===== config.mk =====
export PLATFORM = sky130hd
export DESIGN_NAME = trk_cabinet
export DESIGN_NICKNAME = d
export VERILOG_FILES = /design/src/common/trk_pkg.sv /design/src/cabinet/trk_cabinet.sv
export VERILOG_INCLUDE_DIRS = /design/src /design/src/common
export SDC_FILE = /design/constraint.sdc
export NUM_CORES = 1
export LEC_CHECK = 0
export BUFFER_PORTS_ARGS = -buffer_cell sky130_fd_sc_hd__buf_4
export CAP_MARGIN = 5
export CORE_AREA = 10 10 47 49
export DETAILED_ROUTE_END_ITERATION = 10
export DIE_AREA = 0 0 57 59
export GPL_ROUTABILITY_DRIVEN = 0
export PLACE_DENSITY = 0.76
export SLEW_MARGIN = 25
export SYNTH_ARGS = -nofsm -noshare
export SYNTH_HDL_FRONTEND = slang
export SYNTH_SLANG_ARGS = --single-unit

===== constraint.sdc =====
create_clock -name clk -period 2.4 [get_ports clk]
set_input_delay 0.48 -clock clk [delete_from_list [all_inputs] [get_ports clk]]
set_output_delay 0.48 -clock clk [all_outputs]
set_load 0.05 [all_outputs]

===== src/common/trk_defines.svh =====
/*
 * Track main board glue logic
 * Bus widths and NVRAM geometry shared by every RTL block
 */
`ifndef TRK_DEFINES_SVH
`define TRK_DEFINES_SVH

// CPU bus, Konami style 6809 with 64 kB map
`define TRK_AW 16
`define TRK_DW 8

// NVRAM is 2 kB at 0x2800
`define TRK_NV_AW 11
`define TRK_NV_DEPTH (1 << `TRK_NV_AW)

// Loader bits above the NVRAM window, all must be zero
// to hit the NVRAM from ioctl
`define TRK_NV_LOADER_TOP 5

`endif


===== src/common/trk_pkg.sv =====
/*
 * Track main board types
 * Bus regions, cabinet input rows and output latch bit numbers
 */
package trk_pkg;

    // Decoded region of the access on the CPU bus
    typedef enum logic [3:0] {
        REG_NONE,       // Open bus, reads 0xFF
        REG_ROM,        // 6000-FFFF, reads only
        REG_VRAM,       // 3000-3FFF
        REG_OBJ,        // 1800-1FFF
        REG_NVRAM,      // 2800-2FFF
        REG_IOR,        // Cabinet rows
        REG_IN5,        // DIP bank B
        REG_IOW,        // 74LS259 output latch
        REG_SND         // Sound latch
    } bus_region_e;

    // Cabinet row picked by A1-A0
    typedef enum logic [1:0] {
        CAB_COINS = 2'd0,
        CAB_P12   = 2'd1,
        CAB_P34   = 2'd2,
        CAB_DIPA  = 2'd3
    } cab_row_e;

    // Output latch bits picked by A2-A0, the others are unused on the board
    typedef enum logic [2:0] {
        LAT_FLIP   = 3'd0,
        LAT_SNDIRQ = 3'd1,
        LAT_IRQCLR = 3'd7
    } latch_bit_e;

endpackage


===== src/cabinet/trk_cabinet.sv =====
/*
 * Track cabinet inputs
 * Registered row multiplexer for coins, starts, joysticks and DIP bank A
 * Joystick direction bits come in reversed order on the board harness
 */
`timescale 1ns/10ps
`include "trk_defines.svh"

module trk_cabinet (
    input  logic               clk,
    input  logic [1:0]         addr_lo,       // CPU A1-A0
    input  logic [3:0]         start_button,
    input  logic [1:0]         coin_input,
    input  logic               service,
    input  logic [6:0]         joystick1,
    input  logic [6:0]         joystick2,
    input  logic [6:0]         joystick3,
    input  logic [6:0]         joystick4,
    input  logic [`TRK_DW-1:0] dipsw_a,
    output logic [`TRK_DW-1:0] cab_row        // To the read mux
);
    import trk_pkg::*;

    cab_row_e row_sel;

    // Swap bit 2 and bit 0 of a 3-bit field
    function automatic logic [2:0] rev3(input logic [2:0] x);
        rev3 = {x[0], x[1], x[2]};
    endfunction

    assign row_sel = cab_row_e'(addr_lo);

    // One cycle from address to row
    always_ff @(posedge clk) begin
        case (row_sel)
            CAB_COINS: begin
                cab_row <= {3'b111, start_button[1:0], service, coin_input[1:0]};
            end
            CAB_P12: begin
                cab_row <= {1'b1, rev3(joystick2[6:4]),   // Player 2 directions
                            start_button[2],
                            rev3(joystick1[6:4])};        // Player 1 directions
            end
            CAB_P34: begin
                cab_row <= {1'b1, rev3(joystick4[6:4]),
                            start_button[3],
                            rev3(joystick3[6:4])};
            end
            CAB_DIPA: begin
                cab_row <= dipsw_a;                       // Straight through
            end
            default: begin
                cab_row <= '1;
            end
        endcase
    end

endmodule


==> results.md <==
- Status: completed
- Post-Syn Area: 340 um^2
- Setup Total Neg Slack: 0 ns
- CP Max Fanout: 1
- Endpoints failing setup: 0
- Row Count: 14
- Die height: 59 um
- Crit-path slowest cell: dfxtp_1
- Largest register FFs: 8
- Met1 WL: roughly 530 um
- H-tree level count: 1
- Startpoint Class: register
- CTS Sinks: 8
- Worst-margin pin slew: approximately 0.12 ns
- Cts repair resizes: 0
- Final #Nets: 107
- Critical path cell sequence: buf_4
- Syn_nets: 67
- Most frequent cells in the layout: buf_4 (37), dfxtp_1 (8), mux4_2 (5), clkbuf_4 (3)
- Sequential share of the synthesized area: a little under half
- CP Launch Point: cab_row[2]$_DFF_P_
- Tightest Hold Check Type: primary input to register
- RSZ-0062 raised after global routing: false
- Layout cell share with drive strength beyond 1: about three quarters
- Largest net degree at the start of global routing: 10
- Synth top area share: 47.1%
- Hold EP: cab_row[7]$_DFF_P_
- Achievable Freq: a little under 800 MHz
- Clock power share: 27.9%
- Routed wl met3: between 300 and 400 um
- Critical path type: register to output pin
- Commonest non-fill, non-tap cell in the layout: buf_4
- CTS tree: built
- Multi-input gate area: 164 um^2
- Sw Share: 31.0%
- Largest register by flop count: cab_row
- CP max stage delay: 0.32 ns
- Clk root buf: clkbuf_4
- Die W: 57 um
- Leak: 0.312 nW
- Hold Startpoint: dipsw_a[7]
- Die area: 3360 um^2
- Peak supply drop: around 290 uV
- Final worst-path cycle share: 52.5%
- NetSw: 0.120 mW
- First-pass GRT wire length: 2.30 mm
- DR WL met2: 438 um
- CTS Buf Count: 3
- CP required: approximately 1.9 ns
- Final WL: 1.39 mm
- Syn Area/Cell: 16.2 um^2
- MaxCap Viol Count: 0
- Vias per cell: 4.69
- Slew headroom: 91.7%
- Element type at the critical path end: output pin
- Sequential cell fraction of total power: 38.6%
- Hold depth: 2
- Final hold slack: 0.411 ns
- Placed Cells: a little over 70
- Comb power frac: approximately a third
- Initial antenna violation count: 0
- Register bit total from synthesis: 8
- Most area-hungry cell type in the Yosys netlist: dfxtp_1
- Power per cell area: 598 nW/um^2
- Final min period: 1.26 ns
- Biggest registers after layout: cab_row x8
- Register area: 160 um^2
- Top layer in use: met4
- Clk buf depth: 2
- Cell family with most CP delay: flip-flops
- Core Box Area: 1400 um^2
- Post-route insts no fill: 75
- Vias in the first global route: ~420
- CP Data Arrival Time: roughly 0.8 ns
- DRC violations left: 0
- Via count: 352
- Ys Warns: 0
- Int Pwr: 0.266 mW
- GRT overflow: 0
- Routed wire per std cell: 18.5 um
- Antenna-violating nets left: 0
- Worst-path clk slew: around 0.06 ns
- Top cells by area, synth: dfxtp_1 (47%), mux4_2 (33%), mux2i_1 (5.9%)
- Buf/Inv on CP: 1
- Drt pass-1 iters: 4
- Post-CTS Hold Fix Bufs: 0
- Initial drt markers: 6
- Count of final hold-check violations: 0
- Synth Instances: 21
- Ant. Diodes: 0
- Area Overhead vs Synth: 89.3%
- Pins Over Slew Limit: 0
- Filler cell count: 136
- Post-CTS Setup Inserts: 0
- All-Layer GR Usage: under 10%
- Total I/O pin count: 54
- Initial Utilization: 24.3%
- Synth unique cells: 8
- PortBufs: 37
[power by group through the flow]
stage / sequential [mW] / combinational, mW / clock, mW
6_report: 0.149 / 0.129 / 0.108
3_3_place_gp: 0.151 / 0.129 / 0
4_1_cts: 0.149 / 0.131 / 0.110
3_5_place_dp: 0.152 / 0.131 / 0
2_1_floorplan: 0.196 / 0.0272 / 0
5_1_grt: 0.150 / 0.137 / 0.119
[how the worst max path moves through the flow]
stage / endpoint / slack [ns] / cells after the start
after floorplan: cab_row[0]$_DFF_P_ / 1.19 / 2
after global placement: cab_row[0]$_DFF_P_ / 1.10 / 2
after detailed placement: cab_row[0]$_DFF_P_ / 1.09 / 2
after CTS: cab_row[2] / 1.12 / 1
after global routing: cab_row[2] / 1.09 / 1
final: cab_row[2] / 1.14 / 1
[Yosys cell counts (all sizes together)]
cell type	instances
dfxtp	8
mux4	5
a2bb2oi	2
buf	2
mux2i	2
nand2b	1
nand3b	1
[per-stage QoR]
stage	util [%]	power (mW)	instance area, um^2	worst slack, ns
global placement	44.4	0.280	622	1.10
global route	46.0	0.406	644	1.09
CTS	46.0	0.390	644	1.12
floorplan	-	0.223	340	1.19
detailed placement	44.4	0.283	622	1.09
finish	46.0	0.385	644	1.14
[routing by layer]
metal  vias to the layer above  GRT usage, %
met5                         -             0
met3                         3          10.1
met4                         0          3.02
li1                        161             -
met1                       143          9.42
met2                        45          11.0
[area by class of cell]
cell class                 instances  share of cell area (%)
clock buffer                       3                    3.50
multi-input combinational         11                    25.4
sequential                         8                    24.9
tap                               16                    3.11
timing repair buffer              37                    43.1
[cells by family (layout without fill, tap and decap cells)]
kind of cell,after synthesis,count (layout),share of synthesized area [%]
compound gates,2,2,5.15
buf+inv,2,40,4.78
flops,8,8,47.1
mux,7,7,39.0
simple gates,2,2,4.05
(Power assumes the default switching activity.)
