## src/common/trk_defines.svh

```systemverilog
/*
 * Track main board glue logic
 * Bus widths and NVRAM geometry shared by every RTL block
 */
`ifndef TRK_DEFINES_SVH
`define TRK_DEFINES_SVH

// CPU bus, Konami style 6809 with 64 kB map
`define TRK_AW 16
`define TRK_DW 8

// NVRAM is 2 kB at 0x2800
`define TRK_NV_AW 11
`define TRK_NV_DEPTH (1 << `TRK_NV_AW)

// Loader bits above the NVRAM window, all must be zero
// to hit the NVRAM from ioctl
`define TRK_NV_LOADER_TOP 5

`endif

```

## src/common/trk_pkg.sv

```systemverilog
/*
 * Track main board types
 * Bus regions, cabinet input rows and output latch bit numbers
 */
package trk_pkg;

    // Decoded region of the access on the CPU bus
    typedef enum logic [3:0] {
        REG_NONE,       // Open bus, reads 0xFF
        REG_ROM,        // 6000-FFFF, reads only
        REG_VRAM,       // 3000-3FFF
        REG_OBJ,        // 1800-1FFF
        REG_NVRAM,      // 2800-2FFF
        REG_IOR,        // Cabinet rows
        REG_IN5,        // DIP bank B
        REG_IOW,        // 74LS259 output latch
        REG_SND         // Sound latch
    } bus_region_e;

    // Cabinet row picked by A1-A0
    typedef enum logic [1:0] {
        CAB_COINS = 2'd0,
        CAB_P12   = 2'd1,
        CAB_P34   = 2'd2,
        CAB_DIPA  = 2'd3
    } cab_row_e;

    // Output latch bits picked by A2-A0, the others are unused on the board
    typedef enum logic [2:0] {
        LAT_FLIP   = 3'd0,
        LAT_SNDIRQ = 3'd1,
        LAT_IRQCLR = 3'd7
    } latch_bit_e;

endpackage

```

## src/trk_bus_ctrl.sv

```systemverilog
/*
 * Track bus controller
 * Decodes the CPU memory map into chip selects and registers
 * the CPU read data multiplexer, open bus reads 0xFF
 */
`timescale 1ns/10ps
`include "trk_defines.svh"

module trk_bus_ctrl (
    input  logic               clk,
    input  logic [`TRK_AW-1:0] cpu_addr,
    input  logic               cpu_rnw,       // High for reads
    input  logic               cpu_vma,       // Valid memory address
    input  logic [`TRK_DW-1:0] rom_data,
    input  logic [`TRK_DW-1:0] vram_dout,
    input  logic [`TRK_DW-1:0] obj_dout,
    input  logic [`TRK_DW-1:0] nv_dout,
    input  logic [`TRK_DW-1:0] cab_row,
    input  logic [`TRK_DW-1:0] dipsw_b,
    output logic               rom_cs,
    output logic               vram_cs,
    output logic               objram_cs,
    output logic               nv_cs,
    output logic               snd_data_cs,
    output logic               iow_cs,        // Write qualified
    output logic [`TRK_DW-1:0] cpu_din
);
    import trk_pkg::*;

    bus_region_e region;

    // Memory map, mirrors the TTL decoders on the board
    always_comb begin
        region = REG_NONE;
        if (cpu_vma) begin
            if (cpu_rnw && cpu_addr[15:13] >= 3'd3) begin
                region = REG_ROM;                 // 6000-FFFF
            end else if (cpu_addr[15:14] == 2'b00) begin
                case (cpu_addr[13:11])            // First 3-to-8 decoder
                    3'd2: begin
                        if (!cpu_addr[10]) begin
                            case (cpu_addr[9:7])  // Second decoder for I/O
                                3'd1: begin
                                    if (!cpu_rnw) region = REG_IOW;
                                end
                                3'd2: begin
                                    if (!cpu_rnw) region = REG_SND;
                                end
                                3'd4: region = REG_IN5;
                                3'd5: region = REG_IOR;
                                default: ;        // AFE and spare strobes
                            endcase
                        end
                    end
                    3'd3:       region = REG_OBJ;   // Both object banks
                    3'd5:       region = REG_NVRAM;
                    3'd6, 3'd7: region = REG_VRAM;  // Tile codes and attributes
                    default: ;
                endcase
            end
        end
    end

    // One-hot selects, same cycle as the address
    assign rom_cs      = region == REG_ROM;
    assign vram_cs     = region == REG_VRAM;
    assign objram_cs   = region == REG_OBJ;
    assign nv_cs       = region == REG_NVRAM;
    assign snd_data_cs = region == REG_SND;
    assign iow_cs      = region == REG_IOW;

    // Read mux, one cycle after the sources settle
    always_ff @(posedge clk) begin
        if (!cpu_rnw) begin
            cpu_din <= '1;                        // Nothing to read on writes
        end else begin
            case (region)
                REG_ROM:   cpu_din <= rom_data;
                REG_VRAM:  cpu_din <= vram_dout;
                REG_NVRAM: cpu_din <= nv_dout;
                REG_OBJ:   cpu_din <= obj_dout;
                REG_IOR:   cpu_din <= cab_row;    // Row already registered
                REG_IN5:   cpu_din <= dipsw_b;
                default:   cpu_din <= '1;         // Open bus
            endcase
        end
    end

endmodule

```

## config.mk

```make
export PLATFORM = sky130hd
export DESIGN_NAME = trk_bus_ctrl
export DESIGN_NICKNAME = d
export VERILOG_FILES = /design/src/common/trk_pkg.sv /design/src/trk_bus_ctrl.sv
export VERILOG_INCLUDE_DIRS = /design/src /design/src/common
export SDC_FILE = /design/constraint.sdc
export NUM_CORES = 1
export LEC_CHECK = 0
export BUFFER_PORTS_ARGS = -buffer_cell sky130_fd_sc_hd__buf_2
export CAP_MARGIN = 5
export CORE_MARGIN = 3
export CORE_UTILIZATION = 36
export CTS_BUF_LIST = sky130_fd_sc_hd__clkbuf_2
export CTS_CLUSTER_DIAMETER = 100
export DETAILED_ROUTE_END_ITERATION = 8
export HOLD_SLACK_MARGIN = 0.15
export PLACE_DENSITY = 0.81
export SETUP_SLACK_MARGIN = 0.2
export SLEW_MARGIN = 40
export SYNTH_ARGS = -nofsm -noshare
export SYNTH_HDL_FRONTEND = slang
export SYNTH_SLANG_ARGS = --single-unit
```

## constraint.sdc

```tcl
create_clock -name clk -period 1.9 [get_ports clk]
set_clock_uncertainty 0.15 [all_clocks]
set_input_delay 0 -clock clk [delete_from_list [all_inputs] [get_ports clk]]
set_output_delay 0 -clock clk [all_outputs]
set_load 0.01 [all_outputs]
```

==> run_results.csv, run 1 <==
group,metric,value,unit
floorplan,die-width,53.1,um
placement,place_congestion,0.796,
run_status,status,"did not finish",
synthesis,synthTopCellsByArea,"dfxtp_1, nand2_1, a221oi_1, a22oi_1, o211ai_1",
floorplan,die_h,53.1,um
timing,grt_repair_worst_endpoint,"vram_cs",
grt,grt_usage,0.613,
grt,grt_max_degree,11,
placement,detailedPlacementHpwl,2570,um
clock_network,cts_root_buffer,"clkbuf_2",
synthesis,synth_area_leader_cell,"dfxtp_1",
placement,post-place-ws,-0.0853,ns
clock_network,cts_inserted_buffers,3,
synthesis,synth-edff-count,0,
placement,portBuffers,73,
synthesis,yosys_most_used_dff,"dfxtp_1",
synthesis,synthesis.nets,170,
run_status,lastStage,"global routing (5_1_grt)",
synthesis,synth_cell_types,32,
synthesis,synthCells,103,
synthesis,yosysMostFrequentCell,"nand2_1",
run_status,error,"[ERROR GRT-0232] Routing congestion too high. Check the congestion heatmap in the GUI.",
timing,endpoint_type,"top-level output",
synthesis,syn-mean-instance-area,7.74,sq um
synthesis,ys_seq_area_frac,0.201,
placement,dpl_cell_area,1240,sq um
clock_network,htree_levels,1,
synthesis,async_reset_ff_frac,0,
floorplan,start_util,0.394,
floorplan,io_pins,81,
synthesis,synth_warnings,0,
synthesis,synth_common_cells,"nand2_1, o21ai_0, a22oi_1, dfxtp_1",
floorplan,rows,16,
clock_network,clock_path_buffers,2,
grt,overflow,7,
synthesis,syn-cell-area,797,sq um
synthesis,ys_seq_elements,8,
synthesis,synth_top_area_share,0.201,
clock_network,cts.sinks,8,
[repair_timing]
item / CTS
hold endpoints to repair: 8
setup endpoints to repair: 3
hold buffers: 50
pin swaps: 1
gates resized for setup: 3
setup buffers: 2
[kinds of logic after synthesis]
kind of cell	share of synthesized area
simple gates	0.334
compound gates	0.402
flops	0.201
buf+inv	0.0377
mux	0.0251
[metal layers]
metal,track usage,overflow
met5,0,0
met2,0.783,3
met4,0.689,4
met3,0.434,0
met1,0.595,0
[through the flow]
step | utilization | std cells | hold slack [ns]
detailed placement | 0.614 | 208 | 0.0926
global placement | 0.614 | 208 | 0.0809
CTS | 0.885 | 263 | 0.226
floorplan | - | 103 | -0.0110
==> inputs of run 2 (changes only) <==
Settings changed: CORE_AREA from default to 3 3 64 66, CORE_MARGIN 3 to default, CORE_UTILIZATION 36 to default, CTS_BUF_LIST sky130_fd_sc_hd__clkbuf_2 to default, CTS_CLUSTER_DIAMETER 100 to default, DIE_AREA from default to 0 0 67 69, HOLD_SLACK_MARGIN 0.15 to default, PLACE_DENSITY 0.81 to default, PLACE_DENSITY_LB_ADDON from default to 0.15, SETUP_SLACK_MARGIN 0.2 to default.
==> run 2 against run 1 <==
  * The run now ends clean
  * Synthesized area stayed put
  * Synthesized cell count unchanged
==> run_results.csv, run 2 <==
group,metric,value,unit
pwr,power.density,360,nW/um^2
detailed_routing,vias,1377,
synthesis,synthTopCellsByArea,"dfxtp_1, nand2_1, a221oi_1, a22oi_1, o211ai_1",
timing,fin_crit,1.74,ns
floorplan,rows,22,
synthesis,synth_warnings,0,
setup_path,critPathLaunchType,"primary input",
placement,portBuffers,73,
run_status,status,"complete, no violations",
clock_network,cts_root_buffer,"clkbuf_8",
synthesis,yosys_most_used_dff,"dfxtp_1",
placement,place_congestion,0.810,
detailed_routing,route.detailed.drc,0,
grt,grt_max_degree,14,
synthesis,synth_common_cells,"nand2_1, o21ai_0, a22oi_1, dfxtp_1",
grt,grt_usage,0.192,
placement,dp_cells,232,
detailed_routing,final_antenna_net_count,0,
timing,maxSlewHeadroom,0.670,
synthesis,yosysMostFrequentCell,"nand2_1",
timing,timing.final.ws_setup,0.162,ns
floorplan,die-area,4620,sq um
floorplan,start_util,0.219,
timing,fmax,575,MHz
finish,stdcell_area,1780,sq um
synthesis,synth_area_leader_cell,"dfxtp_1",
timing,drv_slew,0,
synthesis,ys_seq_elements,8,
timing,setup_tns,0,ns
detailed_routing,wire_per_inst,15.4,um
timing,grt_setup_unrepaired,"no",
detailed_routing,drt_wl_total,4310,um
detailed_routing,via_per_inst,4.94,
detailed_routing,drt_iter0_drc,79,
setup_path,crit_type,"in2out",
finish,antenna_cells,0,
clock_network,clkTransAtPathRegs,0.04,ns
finish,fill_cells,368,
placement,detailedPlacementHpwl,2790,um
worst_hold_path,min_path_cells,4,
setup_path,arrival,1.59,ns
placement,dpl_cell_area,1290,sq um
synthesis,synth-edff-count,0,
finish,top_regs,"cpu_din: 8 flops",
clock_network,cts_inserted_buffers,3,
finish,drive_gt1_frac,0.407,
pwr,ir_worst_vdd,0.224,mV
grt,grt_pass1_wl,6980,um
synthesis,synth_cell_types,32,
timing,hold_ws,0.0171,ns
clock_network,post-cts-setup-buffer-count,0,
timing,min_period_over_period,0.915,
floorplan,placeableCoreArea,3630,sq um
synthesis,synthesis.nets,170,
synthesis,ys_seq_area_frac,0.201,
placement,post-place-ws,-0.0231,ns
clock_network,clock_path_buffers,2,
finish,final_cell_mix,"buf_2, dlygate4sd3_1, nand2_1",
pwr,total_power,0.642,mW
finish,largest_register_ffs,8,
pwr,p_leak,0.851,nW
synthesis,async_reset_ff_frac,0,
finish,post-route-util,0.490,
finish,multi_input_area,626,sq um
clock_network,htree_levels,1,
floorplan,die-width,67,um
synthesis,syn-cell-area,797,sq um
finish,layout_commonest_cell,"buf_2",
grt,grt_antenna_before_repair,0,
finish,top_register,"cpu_din",
timing,worst_slew_pin_slew,0.494,ns
finish,regArea,160,sq um
grt,grt_pass1_vias,1474,
job,maxCapViolations,0,
clock_network,cts_tree,"done",
timing,setup_viol_count_final,0,
floorplan,io_pins,81,
setup_path,critPathRequiredTime,1.75,ns
grt,overflow,0,
synthesis,synthCells,103,
setup_path,cp_max_fo,7,
synthesis,synth_top_area_share,0.201,
timing,report.final.hold_viol_count,0,
finish,finalNetCount,300,
setup_path,endpoint_kind,"output port",
clock_network,cts.sinks,8,
floorplan,die_h,69,um
finish,fin_cells,279,
synthesis,syn-mean-instance-area,7.74,sq um
worst_hold_path,min_path_type,"in2reg",
finish,area_growth,123,%
detailed_routing,drt_pass1_iterations,4,
==> run 2: routing by layer <==
| metal | share of wire | global-route usage | routed length, um |
|---|---|---|---|
| met1 | 0.40 | 0.233 | 1720 |
| met4 | 0.038 | 0.0833 | 164 |
| met3 | 0.072 | 0.0440 | 310 |
| met2 | 0.49 | 0.316 | 2110 |
| met5 | 0 | 0 | 0 |
==> run 2: area by class of cell <==
cell class                 instances  area share
sequential                         8      0.0900
timing repair buffer             128       0.498
inverter                           2     0.00422
tap                               48      0.0337
multi-input combinational         90       0.351
clock buffer                       3      0.0232
==> run 2: what timing repair did <==
action	4_1_cts	5_1_grt
hold endpoints to repair	8	0
endpoints found under the setup margin	0	2
hold buffers	43	0
gates resized for setup	0	1
==> run 2: final timing paths <==
kind / startpoint / endpoint / slack [ns]
min: cab_row[3] / cpu_din[3] / 0.02
max: cpu_addr[7] / vram_cs / 0.16
==> run 2: critical path: stages <==
cell and delay, ns:
buf_2 0.13, nor2b_1 0.11, a2111oi_1 0.07, or4_1 0.48, buf_4 0.20, nor3b_4 0.32, buf_4 0.17, buf_2 0.12
==> run 2: cell families after synthesis <==
group                  after synthesis  synth area share
muxes                                2            0.0251
buffers and inverters                6            0.0377
and+or+nand+nor                     44             0.334
DFF                                  8             0.201
AOI/OAI and AO/OA                   43             0.402
==> run 2: report_power, final <==
part           internal, mW  leakage, nW  switching, mW
clock network         0.137       0.0216         0.0640
registers             0.177       0.0657        0.00226
logic                 0.154        0.764          0.108
total                 0.468        0.851          0.174
Power figures use the tool's default switching activity.
