## src/common/trk_defines.svh

```systemverilog
/*
 * Track main board glue logic
 * Bus widths and NVRAM geometry shared by every RTL block
 */
`ifndef TRK_DEFINES_SVH
`define TRK_DEFINES_SVH

// CPU bus, Konami style 6809 with 64 kB map
`define TRK_AW 16
`define TRK_DW 8

// NVRAM is 2 kB at 0x2800
`define TRK_NV_AW 11
`define TRK_NV_DEPTH (1 << `TRK_NV_AW)

// Loader bits above the NVRAM window, all must be zero
// to hit the NVRAM from ioctl
`define TRK_NV_LOADER_TOP 5

`endif

```

## src/common/trk_pkg.sv

```systemverilog
/*
 * Track main board types
 * Bus regions, cabinet input rows and output latch bit numbers
 */
package trk_pkg;

    // Decoded region of the access on the CPU bus
    typedef enum logic [3:0] {
        REG_NONE,       // Open bus, reads 0xFF
        REG_ROM,        // 6000-FFFF, reads only
        REG_VRAM,       // 3000-3FFF
        REG_OBJ,        // 1800-1FFF
        REG_NVRAM,      // 2800-2FFF
        REG_IOR,        // Cabinet rows
        REG_IN5,        // DIP bank B
        REG_IOW,        // 74LS259 output latch
        REG_SND         // Sound latch
    } bus_region_e;

    // Cabinet row picked by A1-A0
    typedef enum logic [1:0] {
        CAB_COINS = 2'd0,
        CAB_P12   = 2'd1,
        CAB_P34   = 2'd2,
        CAB_DIPA  = 2'd3
    } cab_row_e;

    // Output latch bits picked by A2-A0, the others are unused on the board
    typedef enum logic [2:0] {
        LAT_FLIP   = 3'd0,
        LAT_SNDIRQ = 3'd1,
        LAT_IRQCLR = 3'd7
    } latch_bit_e;

endpackage

```

## src/trk_io_latch.sv

```systemverilog
/*
 * Track output latch and vblank interrupt
 * 74LS259 style addressable latch for flip, sound IRQ and IRQ clear,
 * plus the edge triggered IRQ flip-flop fed by vertical blank
 */
`timescale 1ns/10ps

module trk_io_latch (
    input  logic       clk,
    input  logic       rst,
    input  logic       cpu_cen,
    input  logic       iow_cs,      // Already qualified by write
    input  logic [2:0] addr_lo,     // CPU A2-A0
    input  logic       data_bit,    // CPU D0
    input  logic       lvbl,        // Low during vertical blank
    input  logic       dip_pause,   // Low freezes the game
    output logic       flip,
    output logic       snd_irq,
    output logic       irq_n
);
    import trk_pkg::*;

    latch_bit_e lat_sel;

    logic irq_clrn;     // Latch bit 7
    logic irq_trig;
    logic trig_dly;
    logic irq_q;        // Pending interrupt

    assign lat_sel = latch_bit_e'(addr_lo);

    // Addressable latch, only three outputs wired on the board
    always_ff @(posedge clk) begin
        if (rst) begin
            flip     <= 1'b0;
            snd_irq  <= 1'b0;
            irq_clrn <= 1'b0;   // IRQ held off until the game enables it
        end else if (cpu_cen && iow_cs) begin
            case (lat_sel)
                LAT_FLIP:   flip     <= data_bit;
                LAT_SNDIRQ: snd_irq  <= data_bit;   // Level to the sound CPU
                LAT_IRQCLR: irq_clrn <= data_bit;
                default: ;                          // Coin counters and spares
            endcase
        end
    end

    // Vblank trigger, masked by pause
    assign irq_trig = ~lvbl & dip_pause;

    always_ff @(posedge clk) begin
        if (rst) begin
            trig_dly <= 1'b0;
            irq_q    <= 1'b0;
        end else begin
            trig_dly <= irq_trig;               // Edge detector
            if (!irq_clrn) begin
                irq_q <= 1'b0;                  // Clear wins over a new edge
            end else if (irq_trig && !trig_dly) begin
                irq_q <= 1'b1;
            end
        end
    end

    // Clear acts at once, like the CLR pin of the original FF
    assign irq_n = ~(irq_q & irq_clrn);

endmodule

```

## config.mk

```make
export PLATFORM = sky130hd
export DESIGN_NAME = trk_io_latch
export DESIGN_NICKNAME = d
export VERILOG_FILES = /design/src/common/trk_defines.svh /design/src/common/trk_pkg.sv /design/src/trk_io_latch.sv
export SDC_FILE = /design/constraint.sdc
export NUM_CORES = 1
export LEC_CHECK = 0
export ABC_AREA = 0
export ABC_CLOCK_PERIOD_IN_PS = 900
export BUFFER_PORTS_ARGS = -buffer_cell sky130_fd_sc_hd__buf_2
export CORE_AREA = 4 4 41 43
export DETAILED_ROUTE_END_ITERATION = 16
export DIE_AREA = 0 0 45 47
export GPL_TIMING_DRIVEN = 0
export PLACE_DENSITY_LB_ADDON = 0.1
export SLEW_MARGIN = 0
export SYNTH_ARGS = -nofsm -noshare
export SYNTH_HDL_FRONTEND = slang
export SYNTH_SLANG_ARGS = --single-unit
```

## constraint.sdc

```tcl
create_clock -name clk -period 0.9 [get_ports clk]
set_input_delay 0.18 -clock clk [delete_from_list [all_inputs] [get_ports clk]]
set_output_delay 0.18 -clock clk [all_outputs]
set_load 0.1 [all_outputs]
```

==> impl_metrics.env, run 1 <==
export IMPL_number_of_antenna_violations_at_the_first_check_in_global_routing=0
export IMPL_final_max_slew_violation_count=0
export IMPL_hold_crit_path_type="input pin to flip-flop"
export IMPL_rows=13
export IMPL_grt_overflow_total=0
export IMPL_ctsRootBufferMaster="sky130_fd_sc_hd__clkbuf_4"
export IMPL_crit_path_end_kind="output pin"
export IMPL_layout_drive_gt1_share_pct=62.5
export IMPL_post_cts_hold_buffer_count=0
export IMPL_hold_viol_final=0
export IMPL_grt_pass1_vias=255
export IMPL_drc_errors=0
export IMPL_synth_simple_gate_area_share_pct=36.4
export IMPL_timing_critical_path_from_type="flip-flop"
export IMPL_syn_num_nets=33
export IMPL_grt_setup_unrepaired="yes"
export IMPL_max_cap_violations=0
export IMPL_post_synth_xor_area_fraction_pct=0
export IMPL_insertion_delay_ps=240
export IMPL_ys_warn_count=0
export IMPL_synthesis_instances=23
export IMPL_place_detailed_hpwl_um=439
export IMPL_die_height_um=47
export IMPL_die_x_um=45
export IMPL_finalCriticalPeriod_ps=982
export IMPL_final_critical_path_setup_slack_ps=-81.8
export IMPL_viasPerCell=4.31
export IMPL_tritoncts="done"
export IMPL_timing_critical_path_arrival_ps=800
export IMPL_wl_per_cell_um=9.78
export IMPL_io_pin_count=13
export IMPL_clock_sinks=5
export IMPL_post_synth_instance_area_um2=220
export IMPL_drt_first_iter_violations=1
export IMPL_synth_compound_area_share_pct=13.6
export IMPL_finalWeightedCongestion=0.724
export IMPL_synth_top_family_by_area="simple AND/OR/NAND/NOR gates"
export IMPL_track_usage_pct=7.04
export IMPL_cts_htree_levels=1
export IMPL_num_fill_cells=147
export IMPL_synth_seq_area_share_pct=45.5
export IMPL_relSlewSlack_pct=87.6
export IMPL_buffer_ports_inserted=12
export IMPL_vdd_ir_drop_max_mv=0.622
export IMPL_tightest_slew_ps=184
export IMPL_post_synth_num_cell_types=13
export IMPL_violations="negative setup slack"
export IMPL_yosys_mux_area_fraction_pct=4.55
export IMPL_synth_fa_ha_area_share_pct=0
export IMPL_die_area_mm2=0.00212
export IMPL_multiInputGateArea_um2=130
export IMPL_fmaxAchievable_mhz=1020
export IMPL_antenna_left=0
export IMPL_min_period_over_period_pct=109
export IMPL_tns_ps=-158
export IMPL_drtPass1Iterations=2
export IMPL_setup_violations_final=3
export IMPL_floorplan_core_area_mm2=0.00130
export IMPL_p_leak_nw=0.173
export IMPL_vias=237
export IMPL_worstSetupPathType="flip-flop to output pin"
export IMPL_grt_start_max_net_pins=7
export IMPL_cp_required_ps=720
export IMPL_outcome="finished, violations left"
export IMPL_layout_nets=51
export IMPL_ctsLongestPathBuffers=2
export IMPL_skew_ps=0.0245
export IMPL_num_antenna_cells=0
export IMPL_post_synth_cell_area_avg_um2=9.57
export IMPL_synth_ff_latch_count=5
export IMPL_grt_pass1_wl_um=972
export IMPL_clk_transition_reported_paths_ps=40
export IMPL_critical_path_max_fanout=2
export IMPL_sequential_cell_area_um2=110
export IMPL_power_per_cell_area_mw_per_mm2=1360
export IMPL_start_util_pct=16.9
export IMPL_finalWirelength_um=538
export IMPL_dp_slack_ps=-87.1
export IMPL_tritoncts_num_buffers=3
export IMPL_area_growth_syn_to_layout_pct=80.7
worst paths after layout:
path / start / endpoint / slack, ps / cells past startpoint
hold / removal: lvbl / trig_dly$_SDFF_PP0_ / 110 / 2
setup / recovery: irq_q$_SDFFE_PP0P_ / irq_n / -80 / 2
hold reg to reg: flip$_SDFFE_PP0P_ / flip$_SDFFE_PP0P_ / 510 / 2
setup reg to reg: irq_clrn$_SDFFE_PP0P_ / irq_clrn$_SDFFE_PP0P_ / 60 / 4
cells in the mapped netlist:
cell                       number  area (µm²)
sky130_fd_sc_hd__dfxtp_1        5         100
sky130_fd_sc_hd__mux2i_1        1        10.0
sky130_fd_sc_hd__nand2_1        3        11.3
sky130_fd_sc_hd__nand2b_1       2        12.5
sky130_fd_sc_hd__nand3_1        1        5.00
sky130_fd_sc_hd__nand3b_1       1        7.51
sky130_fd_sc_hd__nor2b_1        2        12.5
sky130_fd_sc_hd__nor3_2         1        10.0
sky130_fd_sc_hd__nor3b_2        1        12.5
sky130_fd_sc_hd__o21ai_0        2        10.0
sky130_fd_sc_hd__o21ai_1        1        5.00
sky130_fd_sc_hd__o31ai_1        2        15.0
sky130_fd_sc_hd__or2_4          1        8.76
kinds of logic after synthesis:
| group | after synthesis |
|---|---|
| simple gates | 12 |
| flops | 5 |
| compound gates | 5 |
| mux | 1 |
power breakdown:
| group | leakage (nW) | switching [W] | total, W | internal [W] |
|---|---|---|---|---|
| Combinational | 0.115 | 0.0000305 | 0.0000601 | 0.0000295 |
| Sequential | 0.0431 | 0.00000208 | 0.000223 | 0.000221 |
| Clock | 0.0150 | 0.0000923 | 0.000260 | 0.000168 |
| Total | 0.173 | 0.000125 | 0.000543 | 0.000418 |
registers in the layout, summed over array words and instances (netlist names):
signal,count
irq_clrn,1
snd_irq,1
flip,1
trig_dly,1
irq_q,1
through the flow:
step	instances	power [W]	hold slack [ps]	utilization, %	area [µm²]
floorplan	23	0.000253	256	-	235
global placement	50	0.000281	358	24.1	314
detailed placement	50	0.000282	360	24.1	314
CTS	55	0.000557	102	30.4	395
global route	55	0.000594	106	30.6	398
finish	55	0.000543	110	30.6	398
cells in the final DEF (no fill, tap or decap), drive strengths merged:
cell type  Yosys  layout
buf            0      13
dfxtp          5       5
clkbuf         0       4
nand2          3       3
o21ai          3       3
nand2b         2       2
o31ai          2       2
nor2b          2       2
nor3b          1       1
nand3b         1       1
or2            1       1
nor3           1       1
mux2i          1       1
nand3          1       1
worst max-delay path, stage by stage, from the launching register on:
cell	delay, ps
sky130_fd_sc_hd__dfxtp_2	320
sky130_fd_sc_hd__nand2_4	70
sky130_fd_sc_hd__buf_12	170
per-layer routing:
layer / global-route usage (%) / wire length, µm
met1: 5.71 / 182
met3: 6.90 / 59
met2: 11.3 / 296
met4: 3.51 / 0
met5: 0 / 0
area by class of cell:
class	instances	share of cell area (%)
Timing Repair Buffer	13	28.3
Clock buffer	4	6.60
Multi-Input combinational cell	18	32.7
Sequential cell	5	27.7
Tap cell	15	4.72
timing repair:
| item | CTS | global route |
|---|---|---|
| setup buffers | 1 | 0 |
| gates resized for setup | 14 | 2 |
| setup endpoints to repair | 3 | 4 |
Power figures use the tool's default switching activity.
==> inputs of run 2 (changes only) <==
BUFFER_PORTS_ARGS = default   (was -buffer_cell sky130_fd_sc_hd__buf_2)
DONT_BUFFER_PORTS = 1   (was default)
==> run 2 against run 1 <==
The run still ends with negative setup slack left. Core utilization down 6.1 points. First-iteration DRC count is the same. Total power is 5.8% lower. Highest routed layer is now met4.
==> impl_metrics.env, run 2 (same netlist as run 1, synthesis figures left out) <==
export IMPL_outcome="finished, violations left"
export IMPL_violations="negative setup slack"
export IMPL_insertion_delay_ps=240
export IMPL_tritoncts="done"
export IMPL_min_period_over_period_pct=105
export IMPL_finalNonFillerCells=44
export IMPL_sequential_cell_area_um2=113
export IMPL_grt_overflow_total=0
export IMPL_drt_first_iter_violations=1
export IMPL_die_height_um=47
export IMPL_drc_errors=0
export IMPL_skew_ps=0.0230
export IMPL_antenna_left=0
export IMPL_layout_drive_gt1_share_pct=44.8
export IMPL_layout_nets=40
export IMPL_relSlewSlack_pct=80.1
export IMPL_critical_path_max_fanout=2
export IMPL_dp_slack_ps=-12.8
export IMPL_grt_setup_unrepaired="yes"
export IMPL_reg2reg_from="snd_irq$_SDFFE_PP0P_"
export IMPL_tritoncts_num_buffers=3
export IMPL_clock_sinks=5
export IMPL_final_critical_path_setup_slack_ps=-46.8
export IMPL_num_antenna_cells=0
export IMPL_hold_viol_final=0
export IMPL_grt_pass1_wl_um=917
export IMPL_tightest_slew_ps=298
export IMPL_track_usage_pct=7.04
export IMPL_finalCriticalPeriod_ps=947
export IMPL_max_cap_violations=0
export IMPL_drtPass1Iterations=4
export IMPL_power_per_cell_area_mw_per_mm2=1600
export IMPL_hold_crit_path_type="input pin to flip-flop"
export IMPL_wl_per_cell_um=12.4
export IMPL_cts_htree_levels=1
export IMPL_vias=179
export IMPL_cp_required_ps=720
export IMPL_area_growth_syn_to_layout_pct=44.9
export IMPL_ctsLongestPathBuffers=2
export IMPL_min_delay_start="rst"
export IMPL_io_pin_count=13
export IMPL_grt_pass1_vias=212
export IMPL_finalWirelength_um=545
export IMPL_p_leak_nw=0.101
export IMPL_dp_cells=38
export IMPL_tns_ps=-161
export IMPL_hold_ws_ps=46.5
export IMPL_timing_critical_path_arrival_ps=770
export IMPL_finalWeightedCongestion=0.658
export IMPL_multiInputGateArea_um2=144
export IMPL_fmaxAchievable_mhz=1060
export IMPL_ctsRootBufferMaster="sky130_fd_sc_hd__clkbuf_4"
export IMPL_timing_critical_path_from_type="flip-flop"
export IMPL_die_x_um=45
export IMPL_setup_violations_final=4
export IMPL_grt_start_max_net_pins=7
export IMPL_final_cell_mix="sky130_fd_sc_hd__clkbuf_4, sky130_fd_sc_hd__dfxtp_4"
export IMPL_final_max_slew_violation_count=0
export IMPL_start_util_pct=16.9
export IMPL_worstSetupPathType="flip-flop to output pin"
export IMPL_number_of_antenna_violations_at_the_first_check_in_global_routing=0
export IMPL_buffer_ports_inserted=0
export IMPL_critPathLaunch="snd_irq$_SDFFE_PP0P_"
export IMPL_rows=13
export IMPL_num_fill_cells=152
export IMPL_viasPerCell=4.07
export IMPL_vdd_ir_drop_max_mv=0.856
export IMPL_floorplan_core_area_mm2=0.00130
export IMPL_clk_transition_reported_paths_ps=40
export IMPL_crit_path_end_kind="output pin"
export IMPL_power_w=0.000512
export IMPL_die_area_mm2=0.00212
-- run 2: cell types whose count changed in the layout (fill, tap and decap cells not counted) --
cell	change
sky130_fd_sc_hd__buf_12	-3
sky130_fd_sc_hd__buf_2	-9
sky130_fd_sc_hd__dfxtp_2	-1
sky130_fd_sc_hd__dfxtp_4	+1
sky130_fd_sc_hd__dlygate4sd3_1	+1
sky130_fd_sc_hd__nand2_4	-1
sky130_fd_sc_hd__nand2_8	+1
sky130_fd_sc_hd__nor2b_2	-1
sky130_fd_sc_hd__nor2b_4	+1
sky130_fd_sc_hd__o21ai_0	+1
sky130_fd_sc_hd__o21ai_1	-1
-- run 2: layer usage --
layer	vias up	GRT usage, %	routed length, µm
met5	-	0	0
met2	8	9.89	279
met1	74	5.92	199
li1	95	-	-
met3	2	7.28	57
met4	0	5.26	9
-- run 2: what timing repair did --
action                                  in CTS  in global routing
pin swaps                                    1                  1
hold buffers                                 0                  1
endpoints found under the hold margin        0                  1
resized for setup                            4                  1
endpoints found under the setup margin       5                  5
buffers inserted                             1                  0
-- run 2: metrics by stage --
step / instance area (µm²) / utilization (%)
floorplan: 235 / -
global route: 319 / 24.5
global placement: 254 / 19.5
detailed placement: 254 / 19.5
CTS: 302 / 23.2
finish: 319 / 24.5
-- run 2: worst paths after layout --
kind / end / slack, ps / depth (start not counted)
min: irq_q$_SDFFE_PP0P_ / 50 / 1
min reg2reg: irq_q$_SDFFE_PP0P_ / 500 / 2
max: snd_irq / -50 / 0
max reg2reg: snd_irq$_SDFFE_PP0P_ / -30 / 3
-- run 2: layout make-up --
class                           instances  share of cell area [%]
Multi-Input combinational cell         18                    45.1
Sequential cell                         5                    35.3
Clock buffer                            4                    8.24
Tap cell                               15                    5.88
Timing Repair Buffer                    2                    5.49
-- run 2: report_power, final --
| part | internal (W) | switching [W] |
|---|---|---|
| registers | 0.000218 | 0.0000104 |
| logic | 0.0000144 | 0.0000105 |
| clock network | 0.000168 | 0.0000907 |
| total | 0.000400 | 0.000112 |
